===== src/common/hdr_defines.svh =====
// HDR control subsystem constants
// mode code, register-file addresses, word timing and counter widths

`ifndef HDR_DEFINES_SVH
`define HDR_DEFINES_SVH

// mode field value that keeps the controller in HDR-DDR
`define HDR_MODE_DDR    3'd6

`define HDR_ADDR_W      12
`define HDR_ADDR_IDLE   12'd1000  // default register address
`define HDR_ADDR_DUMMY  12'd450   // dummy configuration word

`define HDR_WORD_CYCLES 10        // 20 bits per word, two bits per clock
`define HDR_CYC_W       4         // holds 0 .. HDR_WORD_CYCLES-1
`define HDR_LEN_W       4         // word count inputs
`define HDR_DATA_W      8         // register-file read data

`endif

===== src/common/hdr_pkg.sv =====
// HDR control subsystem types
// FSM states of the HDR engine and the shared path select

`default_nettype none

package hdr_pkg;

  // engine FSM, one state per active sequencer
  typedef enum logic [1:0] {
    HDR_IDLE = 2'd0,
    HDR_CCC  = 2'd1,
    HDR_DDR  = 2'd2
  } hdr_state_t;

  // owner of the shared transmit, SCL and register-file controls
  typedef enum logic {
    SEL_DDR = 1'b0,
    SEL_CCC = 1'b1
  } hdr_sel_t;

endpackage

`default_nettype wire


===== src/rtl/hdr_top.sv =====
// HDR control subsystem top
// engine FSM, CCC and DDR sequencers and the shared path mux

`default_nettype none

`include "hdr_defines.svh"

module hdr_top (
  input  logic                   i_sys_clk,
  input  logic                   i_sys_rst_n,
  input  logic                   i_hdr_en,
  input  logic                   i_cp,
  input  logic                   i_toc,
  input  logic [2:0]             i_mode,
  input  logic [`HDR_LEN_W-1:0]  i_ccc_words,
  input  logic [`HDR_LEN_W-1:0]  i_ddr_words,
  input  logic [`HDR_DATA_W-1:0] i_regf_rd_data,
  output logic                   o_tx_en,
  output logic                   o_scl_pp_od,
  output logic                   o_regf_rd_en,
  output logic [`HDR_ADDR_W-1:0] o_regf_addr,
  output logic [`HDR_DATA_W-1:0] o_tx_data,
  output logic                   o_hdr_done,
  output logic                   o_ccc_active,
  output logic                   o_ddr_active
);
  import hdr_pkg::*;

  hdr_sel_t               path_sel;
  logic                   ccc_en;
  logic                   ddr_en;
  logic                   dummy_conf;
  logic                   ccc_done;
  logic                   ddr_done;
  logic                   ccc_tx_en;
  logic                   ccc_scl_pp_od;
  logic                   ccc_regf_rd_en;
  logic [`HDR_ADDR_W-1:0] ccc_regf_addr;
  logic                   ddr_tx_en;
  logic                   ddr_scl_pp_od;
  logic                   ddr_regf_rd_en;
  logic [`HDR_ADDR_W-1:0] ddr_regf_addr;

  assign o_ccc_active = ccc_en;
  assign o_ddr_active = ddr_en;

  hdr_engine u_hdr_engine (
    .i_sys_clk    (i_sys_clk),
    .i_sys_rst_n  (i_sys_rst_n),
    .i_hdr_en     (i_hdr_en),
    .i_cp         (i_cp),
    .i_toc        (i_toc),
    .i_mode       (i_mode),
    .i_ccc_done   (ccc_done),
    .i_ddr_done   (ddr_done),
    .o_ccc_en     (ccc_en),
    .o_ddr_en     (ddr_en),
    .o_dummy_conf (dummy_conf),
    .o_path_sel   (path_sel),
    .o_hdr_done   (o_hdr_done)
  );

  hdr_ccc_seq u_hdr_ccc_seq (
    .i_sys_clk    (i_sys_clk),
    .i_sys_rst_n  (i_sys_rst_n),
    .i_ccc_en     (ccc_en),
    .i_dummy_conf (dummy_conf),
    .i_ccc_words  (i_ccc_words),
    .o_ccc_done   (ccc_done),
    .o_tx_en      (ccc_tx_en),
    .o_scl_pp_od  (ccc_scl_pp_od),
    .o_regf_rd_en (ccc_regf_rd_en),
    .o_regf_addr  (ccc_regf_addr)
  );

  hdr_ddr_seq u_hdr_ddr_seq (
    .i_sys_clk    (i_sys_clk),
    .i_sys_rst_n  (i_sys_rst_n),
    .i_ddr_en     (ddr_en),
    .i_ddr_words  (i_ddr_words),
    .o_ddr_done   (ddr_done),
    .o_tx_en      (ddr_tx_en),
    .o_scl_pp_od  (ddr_scl_pp_od),
    .o_regf_rd_en (ddr_regf_rd_en),
    .o_regf_addr  (ddr_regf_addr)
  );

  hdr_path_mux u_hdr_path_mux (
    .i_sys_clk        (i_sys_clk),
    .i_sys_rst_n      (i_sys_rst_n),
    .i_path_sel       (path_sel),
    .i_ccc_tx_en      (ccc_tx_en),
    .i_ccc_scl_pp_od  (ccc_scl_pp_od),
    .i_ccc_regf_rd_en (ccc_regf_rd_en),
    .i_ccc_regf_addr  (ccc_regf_addr),
    .i_ddr_tx_en      (ddr_tx_en),
    .i_ddr_scl_pp_od  (ddr_scl_pp_od),
    .i_ddr_regf_rd_en (ddr_regf_rd_en),
    .i_ddr_regf_addr  (ddr_regf_addr),
    .i_regf_rd_data   (i_regf_rd_data),
    .o_tx_en          (o_tx_en),
    .o_scl_pp_od      (o_scl_pp_od),
    .o_regf_rd_en     (o_regf_rd_en),
    .o_regf_addr      (o_regf_addr),
    .o_tx_data        (o_tx_data)
  );

endmodule

`default_nettype wire


===== src/rtl/hdr_engine/hdr_path_mux.sv =====
// shared path mux
// hands the transmitter, SCL drive and register-file port to the selected
// sequencer, one register stage on every shared control

`default_nettype none

`include "hdr_defines.svh"

module hdr_path_mux (
  input  logic                   i_sys_clk,
  input  logic                   i_sys_rst_n,
  input  hdr_pkg::hdr_sel_t      i_path_sel,
  input  logic                   i_ccc_tx_en,
  input  logic                   i_ccc_scl_pp_od,
  input  logic                   i_ccc_regf_rd_en,
  input  logic [`HDR_ADDR_W-1:0] i_ccc_regf_addr,
  input  logic                   i_ddr_tx_en,
  input  logic                   i_ddr_scl_pp_od,
  input  logic                   i_ddr_regf_rd_en,
  input  logic [`HDR_ADDR_W-1:0] i_ddr_regf_addr,
  input  logic [`HDR_DATA_W-1:0] i_regf_rd_data,
  output logic                   o_tx_en,
  output logic                   o_scl_pp_od,
  output logic                   o_regf_rd_en,
  output logic [`HDR_ADDR_W-1:0] o_regf_addr,
  output logic [`HDR_DATA_W-1:0] o_tx_data
);
  import hdr_pkg::*;

  logic                   sel_ccc;
  logic                   tx_en_mx;
  logic [`HDR_ADDR_W-1:0] addr_mx;

  assign sel_ccc  = (i_path_sel == SEL_CCC);
  assign tx_en_mx = sel_ccc ? i_ccc_tx_en : i_ddr_tx_en;
  assign addr_mx  = sel_ccc ? i_ccc_regf_addr : i_ddr_regf_addr;

  always_ff @(posedge i_sys_clk or negedge i_sys_rst_n) begin
    if (!i_sys_rst_n) begin
      o_tx_en      <= 1'b0;
      o_scl_pp_od  <= 1'b0;
      o_regf_rd_en <= 1'b0;
      o_regf_addr  <= `HDR_ADDR_IDLE;
      o_tx_data    <= '0;
    end else begin
      o_tx_en      <= tx_en_mx;
      o_scl_pp_od  <= sel_ccc ? i_ccc_scl_pp_od : i_ddr_scl_pp_od;
      o_regf_rd_en <= sel_ccc ? i_ccc_regf_rd_en : i_ddr_regf_rd_en;
      o_regf_addr  <= tx_en_mx ? addr_mx : `HDR_ADDR_IDLE;  // park when silent
      o_tx_data    <= tx_en_mx ? i_regf_rd_data : '0;
    end
  end

endmodule

`default_nettype wire


===== src/rtl/hdr_engine/hdr_ddr_seq.sv =====
// HDR-DDR data sequencer
// counts data words on bit and frame ticks from the enable edge, keeps SCL
// push-pull and reads one register per word at a rising address

`default_nettype none

`include "hdr_defines.svh"

module hdr_ddr_seq (
  input  logic                   i_sys_clk,
  input  logic                   i_sys_rst_n,
  input  logic                   i_ddr_en,
  input  logic [`HDR_LEN_W-1:0]  i_ddr_words,
  output logic                   o_ddr_done,
  output logic                   o_tx_en,
  output logic                   o_scl_pp_od,
  output logic                   o_regf_rd_en,
  output logic [`HDR_ADDR_W-1:0] o_regf_addr
);

  localparam logic [`HDR_CYC_W-1:0] LAST_CYC = `HDR_WORD_CYCLES - 1;
  localparam logic [`HDR_CYC_W-1:0] CYC_ONE  = 1;

  logic                  en_q;
  logic                  start;
  logic                  busy;
  logic                  frame_end;
  logic [`HDR_CYC_W-1:0] bit_cnt;      // bit pair ticks within a frame
  logic [`HDR_LEN_W-1:0] frames_left;

  assign start     = i_ddr_en & ~en_q;
  assign frame_end = busy & (bit_cnt == LAST_CYC);

  always_ff @(posedge i_sys_clk or negedge i_sys_rst_n) begin
    if (!i_sys_rst_n) begin
      en_q         <= 1'b0;
      busy         <= 1'b0;
      bit_cnt      <= '0;
      frames_left  <= '0;
      o_ddr_done   <= 1'b0;
      o_tx_en      <= 1'b0;
      o_scl_pp_od  <= 1'b0;
      o_regf_rd_en <= 1'b0;
      o_regf_addr  <= `HDR_ADDR_IDLE;
    end else begin
      en_q         <= i_ddr_en;
      o_ddr_done   <= 1'b0;
      o_regf_rd_en <= 1'b0;
      if (!i_ddr_en) begin
        busy        <= 1'b0;
        o_tx_en     <= 1'b0;
        o_scl_pp_od <= 1'b0;
        o_regf_addr <= `HDR_ADDR_IDLE;
      end else if (start) begin
        busy         <= 1'b1;
        bit_cnt      <= CYC_ONE;
        frames_left  <= i_ddr_words - 1'b1;
        o_tx_en      <= 1'b1;
        o_scl_pp_od  <= 1'b1;
        o_regf_rd_en <= 1'b1;
        o_regf_addr  <= `HDR_ADDR_IDLE + 1'b1;   // first data word
      end else if (busy) begin
        if (frame_end) begin
          bit_cnt <= '0;
          if (frames_left == '0) begin
            busy        <= 1'b0;
            o_ddr_done  <= 1'b1;
            o_tx_en     <= 1'b0;
            o_scl_pp_od <= 1'b0;
            o_regf_addr <= `HDR_ADDR_IDLE;
          end else begin
            frames_left  <= frames_left - 1'b1;
            o_regf_rd_en <= 1'b1;
            o_regf_addr  <= o_regf_addr + 1'b1;  // next data word
          end
        end else begin
          bit_cnt <= bit_cnt + 1'b1;
        end
      end
    end
  end

endmodule

`default_nettype wire


===== src/rtl/hdr_engine/hdr_ccc_seq.sv =====
// CCC sequencer
// counts command words, or a single dummy word, from the rising edge of
// its enable and pulses done at the end. strobes a register read per word

`default_nettype none

`include "hdr_defines.svh"

module hdr_ccc_seq (
  input  logic                   i_sys_clk,
  input  logic                   i_sys_rst_n,
  input  logic                   i_ccc_en,
  input  logic                   i_dummy_conf,
  input  logic [`HDR_LEN_W-1:0]  i_ccc_words,
  output logic                   o_ccc_done,
  output logic                   o_tx_en,
  output logic                   o_scl_pp_od,
  output logic                   o_regf_rd_en,
  output logic [`HDR_ADDR_W-1:0] o_regf_addr
);

  localparam logic [`HDR_CYC_W-1:0] LAST_CYC = `HDR_WORD_CYCLES - 1;
  localparam logic [`HDR_CYC_W-1:0] CYC_ONE  = 1;

  logic                  en_q;
  logic                  start;
  logic                  busy;
  logic                  word_end;
  logic [`HDR_CYC_W-1:0] cyc_cnt;
  logic [`HDR_LEN_W-1:0] words_left;   // words after the current one

  assign start    = i_ccc_en & ~en_q;
  assign word_end = busy & (cyc_cnt == LAST_CYC);

  always_ff @(posedge i_sys_clk or negedge i_sys_rst_n) begin
    if (!i_sys_rst_n) begin
      en_q         <= 1'b0;
      busy         <= 1'b0;
      cyc_cnt      <= '0;
      words_left   <= '0;
      o_ccc_done   <= 1'b0;
      o_tx_en      <= 1'b0;
      o_scl_pp_od  <= 1'b0;
      o_regf_rd_en <= 1'b0;
      o_regf_addr  <= `HDR_ADDR_IDLE;
    end else begin
      en_q         <= i_ccc_en;
      o_ccc_done   <= 1'b0;
      o_regf_rd_en <= 1'b0;
      if (!i_ccc_en) begin
        busy        <= 1'b0;
        o_tx_en     <= 1'b0;
        o_scl_pp_od <= 1'b0;
        o_regf_addr <= `HDR_ADDR_IDLE;
      end else if (start) begin
        busy         <= 1'b1;
        cyc_cnt      <= CYC_ONE;   // start cycle is cycle 0 of word 0
        words_left   <= i_dummy_conf ? '0 : i_ccc_words - 1'b1;
        o_tx_en      <= 1'b1;
        o_scl_pp_od  <= ~i_dummy_conf;    // dummy word stays open-drain
        o_regf_rd_en <= 1'b1;
        o_regf_addr  <= i_dummy_conf ? `HDR_ADDR_DUMMY : `HDR_ADDR_IDLE;
      end else if (busy) begin
        if (word_end) begin
          cyc_cnt <= '0;
          if (words_left == '0) begin
            busy        <= 1'b0;   // idle until enable toggles
            o_ccc_done  <= 1'b1;
            o_tx_en     <= 1'b0;
            o_scl_pp_od <= 1'b0;
            o_regf_addr <= `HDR_ADDR_IDLE;
          end else begin
            words_left   <= words_left - 1'b1;
            o_regf_rd_en <= 1'b1;   // fetch next command word
          end
        end else begin
          cyc_cnt <= cyc_cnt + 1'b1;
        end
      end
    end
  end

endmodule

`default_nettype wire


===== src/rtl/hdr_engine/hdr_engine.sv =====
// HDR engine controller FSM
// starts a CCC or DDR transfer from the command-present flag, then at each
// sequencer done either exits (pulses done) or restarts with a fresh config.
// a CCC to DDR restart runs one dummy CCC word before handing over to DDR

`default_nettype none

`include "hdr_defines.svh"

module hdr_engine (
  input  logic              i_sys_clk,
  input  logic              i_sys_rst_n,
  input  logic              i_hdr_en,
  input  logic              i_cp,
  input  logic              i_toc,
  input  logic [2:0]        i_mode,
  input  logic              i_ccc_done,
  input  logic              i_ddr_done,
  output logic              o_ccc_en,
  output logic              o_ddr_en,
  output logic              o_dummy_conf,
  output hdr_pkg::hdr_sel_t o_path_sel,
  output logic              o_hdr_done
);
  import hdr_pkg::*;

  hdr_state_t state;
  logic       hdr_en_q;     // for rising edge of the engine enable
  logic       cp_q;
  logic       toc_q;
  logic [2:0] mode_q;
  logic       dummy_pend;   // dummy CCC word owed before DDR
  logic       seq_done;
  logic       do_exit;

  // done of whichever sequencer the FSM is running
  assign seq_done = ((state == HDR_CCC) & i_ccc_done) |
                    ((state == HDR_DDR) & i_ddr_done);

  // toc set or leaving DDR mode ends the HDR session
  assign do_exit = toc_q | (mode_q != `HDR_MODE_DDR);

  assign o_dummy_conf = dummy_pend;

  always_ff @(posedge i_sys_clk or negedge i_sys_rst_n) begin
    if (!i_sys_rst_n) begin
      state      <= HDR_IDLE;
      hdr_en_q   <= 1'b0;
      cp_q       <= 1'b0;
      toc_q      <= 1'b0;
      mode_q     <= `HDR_MODE_DDR;
      dummy_pend <= 1'b0;
      o_ccc_en   <= 1'b0;
      o_ddr_en   <= 1'b0;
      o_path_sel <= SEL_DDR;
      o_hdr_done <= 1'b0;
    end else begin
      hdr_en_q   <= i_hdr_en;
      o_hdr_done <= 1'b0;   // single cycle pulse
      case (state)
        HDR_IDLE: begin
          // config tracked every cycle, start uses last cycle's copy
          cp_q   <= i_cp;
          toc_q  <= i_toc;
          mode_q <= i_mode;
          if (i_hdr_en && !hdr_en_q) begin
            if (cp_q) begin
              state      <= HDR_CCC;
              o_ccc_en   <= 1'b1;
              o_path_sel <= SEL_CCC;
            end else begin
              state      <= HDR_DDR;
              o_ddr_en   <= 1'b1;
              o_path_sel <= SEL_DDR;
            end
          end
        end

        HDR_CCC, HDR_DDR: begin
          if (!i_hdr_en) begin
            // main engine pulled out, abort without done
            state      <= HDR_IDLE;
            dummy_pend <= 1'b0;
            o_ccc_en   <= 1'b0;
            o_ddr_en   <= 1'b0;
          end else if (seq_done) begin
            // enables drop here, a restart re-arms them next cycle
            o_ccc_en <= 1'b0;
            o_ddr_en <= 1'b0;
            if (dummy_pend) begin
              dummy_pend <= 1'b0;         // dummy word sent, on to DDR
              state      <= HDR_DDR;
              o_path_sel <= SEL_DDR;
            end else if (do_exit) begin
              o_hdr_done <= 1'b1;
              state      <= HDR_IDLE;
            end else begin
              cp_q   <= i_cp;
              toc_q  <= i_toc;
              mode_q <= i_mode;
              if (i_cp) begin
                state      <= HDR_CCC;
                o_path_sel <= SEL_CCC;
              end else if (state == HDR_CCC) begin
                dummy_pend <= 1'b1;       // one more CCC run with dummy config
              end else begin
                state      <= HDR_DDR;
                o_path_sel <= SEL_DDR;
              end
            end
          end else begin
            // hold the running enable, raise it after a restart gap
            o_ccc_en <= (state == HDR_CCC);
            o_ddr_en <= (state == HDR_DDR);
          end
        end

        default: begin
          state    <= HDR_IDLE;
          o_ccc_en <= 1'b0;
          o_ddr_en <= 1'b0;
        end
      endcase
    end
  end

endmodule

`default_nettype wire


===== config.mk =====
export PLATFORM = sky130hd
export DESIGN_NAME = hdr_top
export DESIGN_NICKNAME = d
export VERILOG_FILES = /design/src/common/hdr_pkg.sv /design/src/rtl/hdr_top.sv /design/src/rtl/hdr_engine/hdr_path_mux.sv /design/src/rtl/hdr_engine/hdr_ddr_seq.sv /design/src/rtl/hdr_engine/hdr_ccc_seq.sv /design/src/rtl/hdr_engine/hdr_engine.sv
export VERILOG_INCLUDE_DIRS = /design/src /design/src/common
export SDC_FILE = /design/constraint.sdc
export NUM_CORES = 1
export LEC_CHECK = 0
export BUFFER_PORTS_ARGS = -buffer_cell sky130_fd_sc_hd__buf_4
export CORE_MARGIN = 2
export CORE_UTILIZATION = 55
export DETAILED_ROUTE_END_ITERATION = 8
export PLACE_DENSITY_LB_ADDON = 0.3
export SKIP_CTS_REPAIR_TIMING = 1
export SLEW_MARGIN = 20
export SYNTH_ARGS = -nofsm -noshare
export SYNTH_HDL_FRONTEND = slang
export SYNTH_HIERARCHICAL = 1
export SYNTH_SLANG_ARGS = --single-unit

===== constraint.sdc =====
create_clock -name i_sys_clk -period 4.4 [get_ports i_sys_clk]
set_input_delay 0.66 -clock i_sys_clk [delete_from_list [all_inputs] [get_ports i_sys_clk]]
set_output_delay 0.66 -clock i_sys_clk [all_outputs]
set_load 0.1 [all_outputs]

==> flow_summary.ini <==
[status]
status = finished clean

[synthesis]
ys_types = 68
ys_warn_count = 6
synth-edff-count = 0
syn-cell-area_um2 = 4066
async_reset_ff_share_pct = 100.0
syn_inst = 386
yosys.area.top_type_share_pct = 38.15
synth_area_leaders = dfrtp_1, dfstp_2, ha_1
synth_area_per_cell_um2 = 10.53
synthMostInstantiatedCell = dfrtp_1
synth_seq_cells = 77
synthTopCellsByCount = dfrtp_1, nand2_1, o21ai_0
ys_seq_area_share_pct = 47.85
synth.largest_area_cell = dfrtp_1
ys.flop_type = dfrtp_1

[sta]
skew_ns = 0.009234
tns_ns = 0
setup_ws_ns = 2.254
hold_slack_ns = 0.4261
period_needed_ns = 2.146
fin_crit_sh_pct = 48.77
setup_violations = 0
timing.fmax_mhz = 466.0
worstMarginPinSlew_ns = 0.9148
finalHoldViolCount = 0
max-slew-margin-rel_pct = 39.01
grt_setup_unrepaired = false
slew_violations = 0

[critical_path]
end_kind = flip-flop
path_max_fanout = 14
path_class = reg -> reg
arrival_ns = 2.37
worstPathRequired_ns = 4.63
startpoint = u_hdr_engine/o_ddr_en$_DFFE_PN0P_
critPathLaunchType = flip-flop
r2r_start = u_hdr_engine/o_ddr_en$_DFFE_PN0P_

[grt]
gr-total-overflow = 0
grt_usage_pct = 20.29
antenna_found_initial = 0
grt_max_degree = 78
grt_pass1_vias = 2852
grt_first_pass_wirelength_um = 13340

[cts]
cts_tree = done
cts_sinks = 77
path_clk_slew_ns = 0.09
clk_path_buf_depth = 2
cts_root_buffer = clkbuf_8
cts_max_level = 3
clk_latency_ns = 0.36
cts_inserted_buffers = 9

[layout]
nets = 462
n_antenna_cell = 0
fillers = 609
drive_above_1_share_pct = 26.74
syn2layout_area_growth_pct = 12.00
post_layout_nonfiller_instances = 529

[route]
drtPass1Iterations = 4
ant_nets = 0
vias = 2947
vias_per_cell = 5.571
drcViolationCount = 0
drt-wirelength-per-cell_um = 14.50
routed_wl_um = 7671
drt-initial-drc-count = 217

[die]
ios = 50
rows = 31
die_area_um2 = 8097
die_w_um = 89.99
core_um2 = 7214
die_height_um = 89.99
start_util_pct = 56.36

[place]
dp_hpwl_um = 5238
gp_congestion = 0.8238
place_ws_ns = 2.281
io_buffer_count = 49
dp_cells = 513

[power_and_ir_drop]
power_density_nw_per_um2 = 650.5
power_mw = 2.963
power_leakage_nw = 2.085
irDropWorstVdd_v = 0.0003986

[hold_path]
hp-class = in -> async

[flow_run]
maxCapViolCount = 0
[worst max-delay path, cell delays in order (launching register included)]
cell and delay (ns):
dfrtp_1 0.58, inv_1 0.15, nor2_1 0.33, mux2i_1 0.16, ha_1 0.24, or3_1 0.35, o211ai_1 0.10, a211oi_1 0.10
[final timing paths]
check                           depth (start not counted)  slack [ns]                                  endpoint
worst max register to register                          7        2.25  u_hdr_ddr_seq/frames_left[2]$_DFFE_PN0P_
min in group i_sys_clk                                  1        0.45           u_hdr_engine/hdr_en_q$_DFF_PN0_
worst max-delay path                                    7        2.25  u_hdr_ddr_seq/frames_left[2]$_DFFE_PN0P_
max in group asynchronous                               1        3.38     u_hdr_engine/o_dummy_conf$_DFFE_PN0P_
worst min register to register                          1        0.50     u_hdr_path_mux/o_regf_rd_en$_DFF_PN0_
worst min-delay path                                    1        0.43      u_hdr_ccc_seq/cyc_cnt[0]$_DFFE_PN0P_
[cells by family (layout without fill, tap and decap cells)]
| family | after synthesis | count (layout) | share of synthesized area, % |
|---|---|---|---|
| other | 2 | 8 | 0.1847 |
| XOR/XNOR | 8 | 8 | 1.723 |
| AO/OA/AOI/OAI | 97 | 97 | 17.35 |
| multiplexers | 13 | 13 | 3.815 |
| buffers and inverters | 51 | 89 | 7.384 |
| adder cells (fa/ha/maj) | 13 | 13 | 4.000 |
| AND/OR/NAND/NOR | 125 | 125 | 17.69 |
| flip-flops | 77 | 77 | 47.85 |
[layer usage]
metal / GRT usage [%] / part of all wire, % / vias up
met3: 4.778 / 5.1 / 10
met2: 33.21 / 47 / 98
met4: 8.205 / 1.5 / 0
li1: - / - / 1442
met5: 0 / 0 / -
met1: 26.24 / 46 / 1397
[power breakdown]
part	internal, mW	switching [mW]
logic	0.421	0.868
registers	0.906	0.274
clock network	0.212	0.282
total	1.54	1.42
[per-stage QoR]
step / area, µm² / util, %
finish: 4554 / 63.13
global route: 4554 / 63.13
CTS: 4554 / 63.13
detailed placement: 4370 / 60.58
global placement: 4370 / 60.58
floorplan: 4089 / -
[flip-flops by register name (all words and copies together) (netlist names), 2 cells and up]
register	cells
u_hdr_path_mux/o_tx_data	8
u_hdr_engine/state	2
u_hdr_path_mux/o_regf_addr	12
u_hdr_ccc_seq/cyc_cnt	4
u_hdr_ccc_seq/o_regf_addr	2
u_hdr_engine/mode_q	3
u_hdr_ddr_seq/o_regf_addr	12
u_hdr_ddr_seq/bit_cnt	4
u_hdr_ccc_seq/words_left	4
u_hdr_ddr_seq/frames_left	4
[layout by cell type, fill, tap and decap left out, types with 3 or more instances in the layout]
cell	instances
dfstp_2	15
a22o_1	5
and2_1	3
nor2_1	23
and3_1	4
dfrtp_1	62
or3_1	3
nor2b_2	8
a22oi_1	3
a211oi_1	3
nand2_1	33
a21oi_1	21
nand3_1	12
a31oi_1	5
o21ai_0	26
buf_4	49
ha_1	13
nor3_1	8
a32oi_1	6
inv_1	22
mux2_2	10
clkinvlp_4	3
xor2_1	6
nor4_1	4
clkbuf_8	9
conb_1	8
nand4_1	6
o211ai_1	3
[area by class of cell]
| class | instances | area, µm² | area share, % |
|---|---|---|---|
| Clock buffer | 9 | 123.9 | 2.720 |
| Inverter | 24 | 90.09 | 1.978 |
| Timing Repair Buffer | 49 | 367.9 | 8.077 |
| Multi-Input combinational cell | 264 | 1843 | 40.47 |
| Tap cell | 99 | 123.9 | 2.720 |
| Clock inverter | 7 | 60.06 | 1.319 |
| Sequential cell | 77 | 1946 | 42.72 |
(Power assumes the default switching activity.)
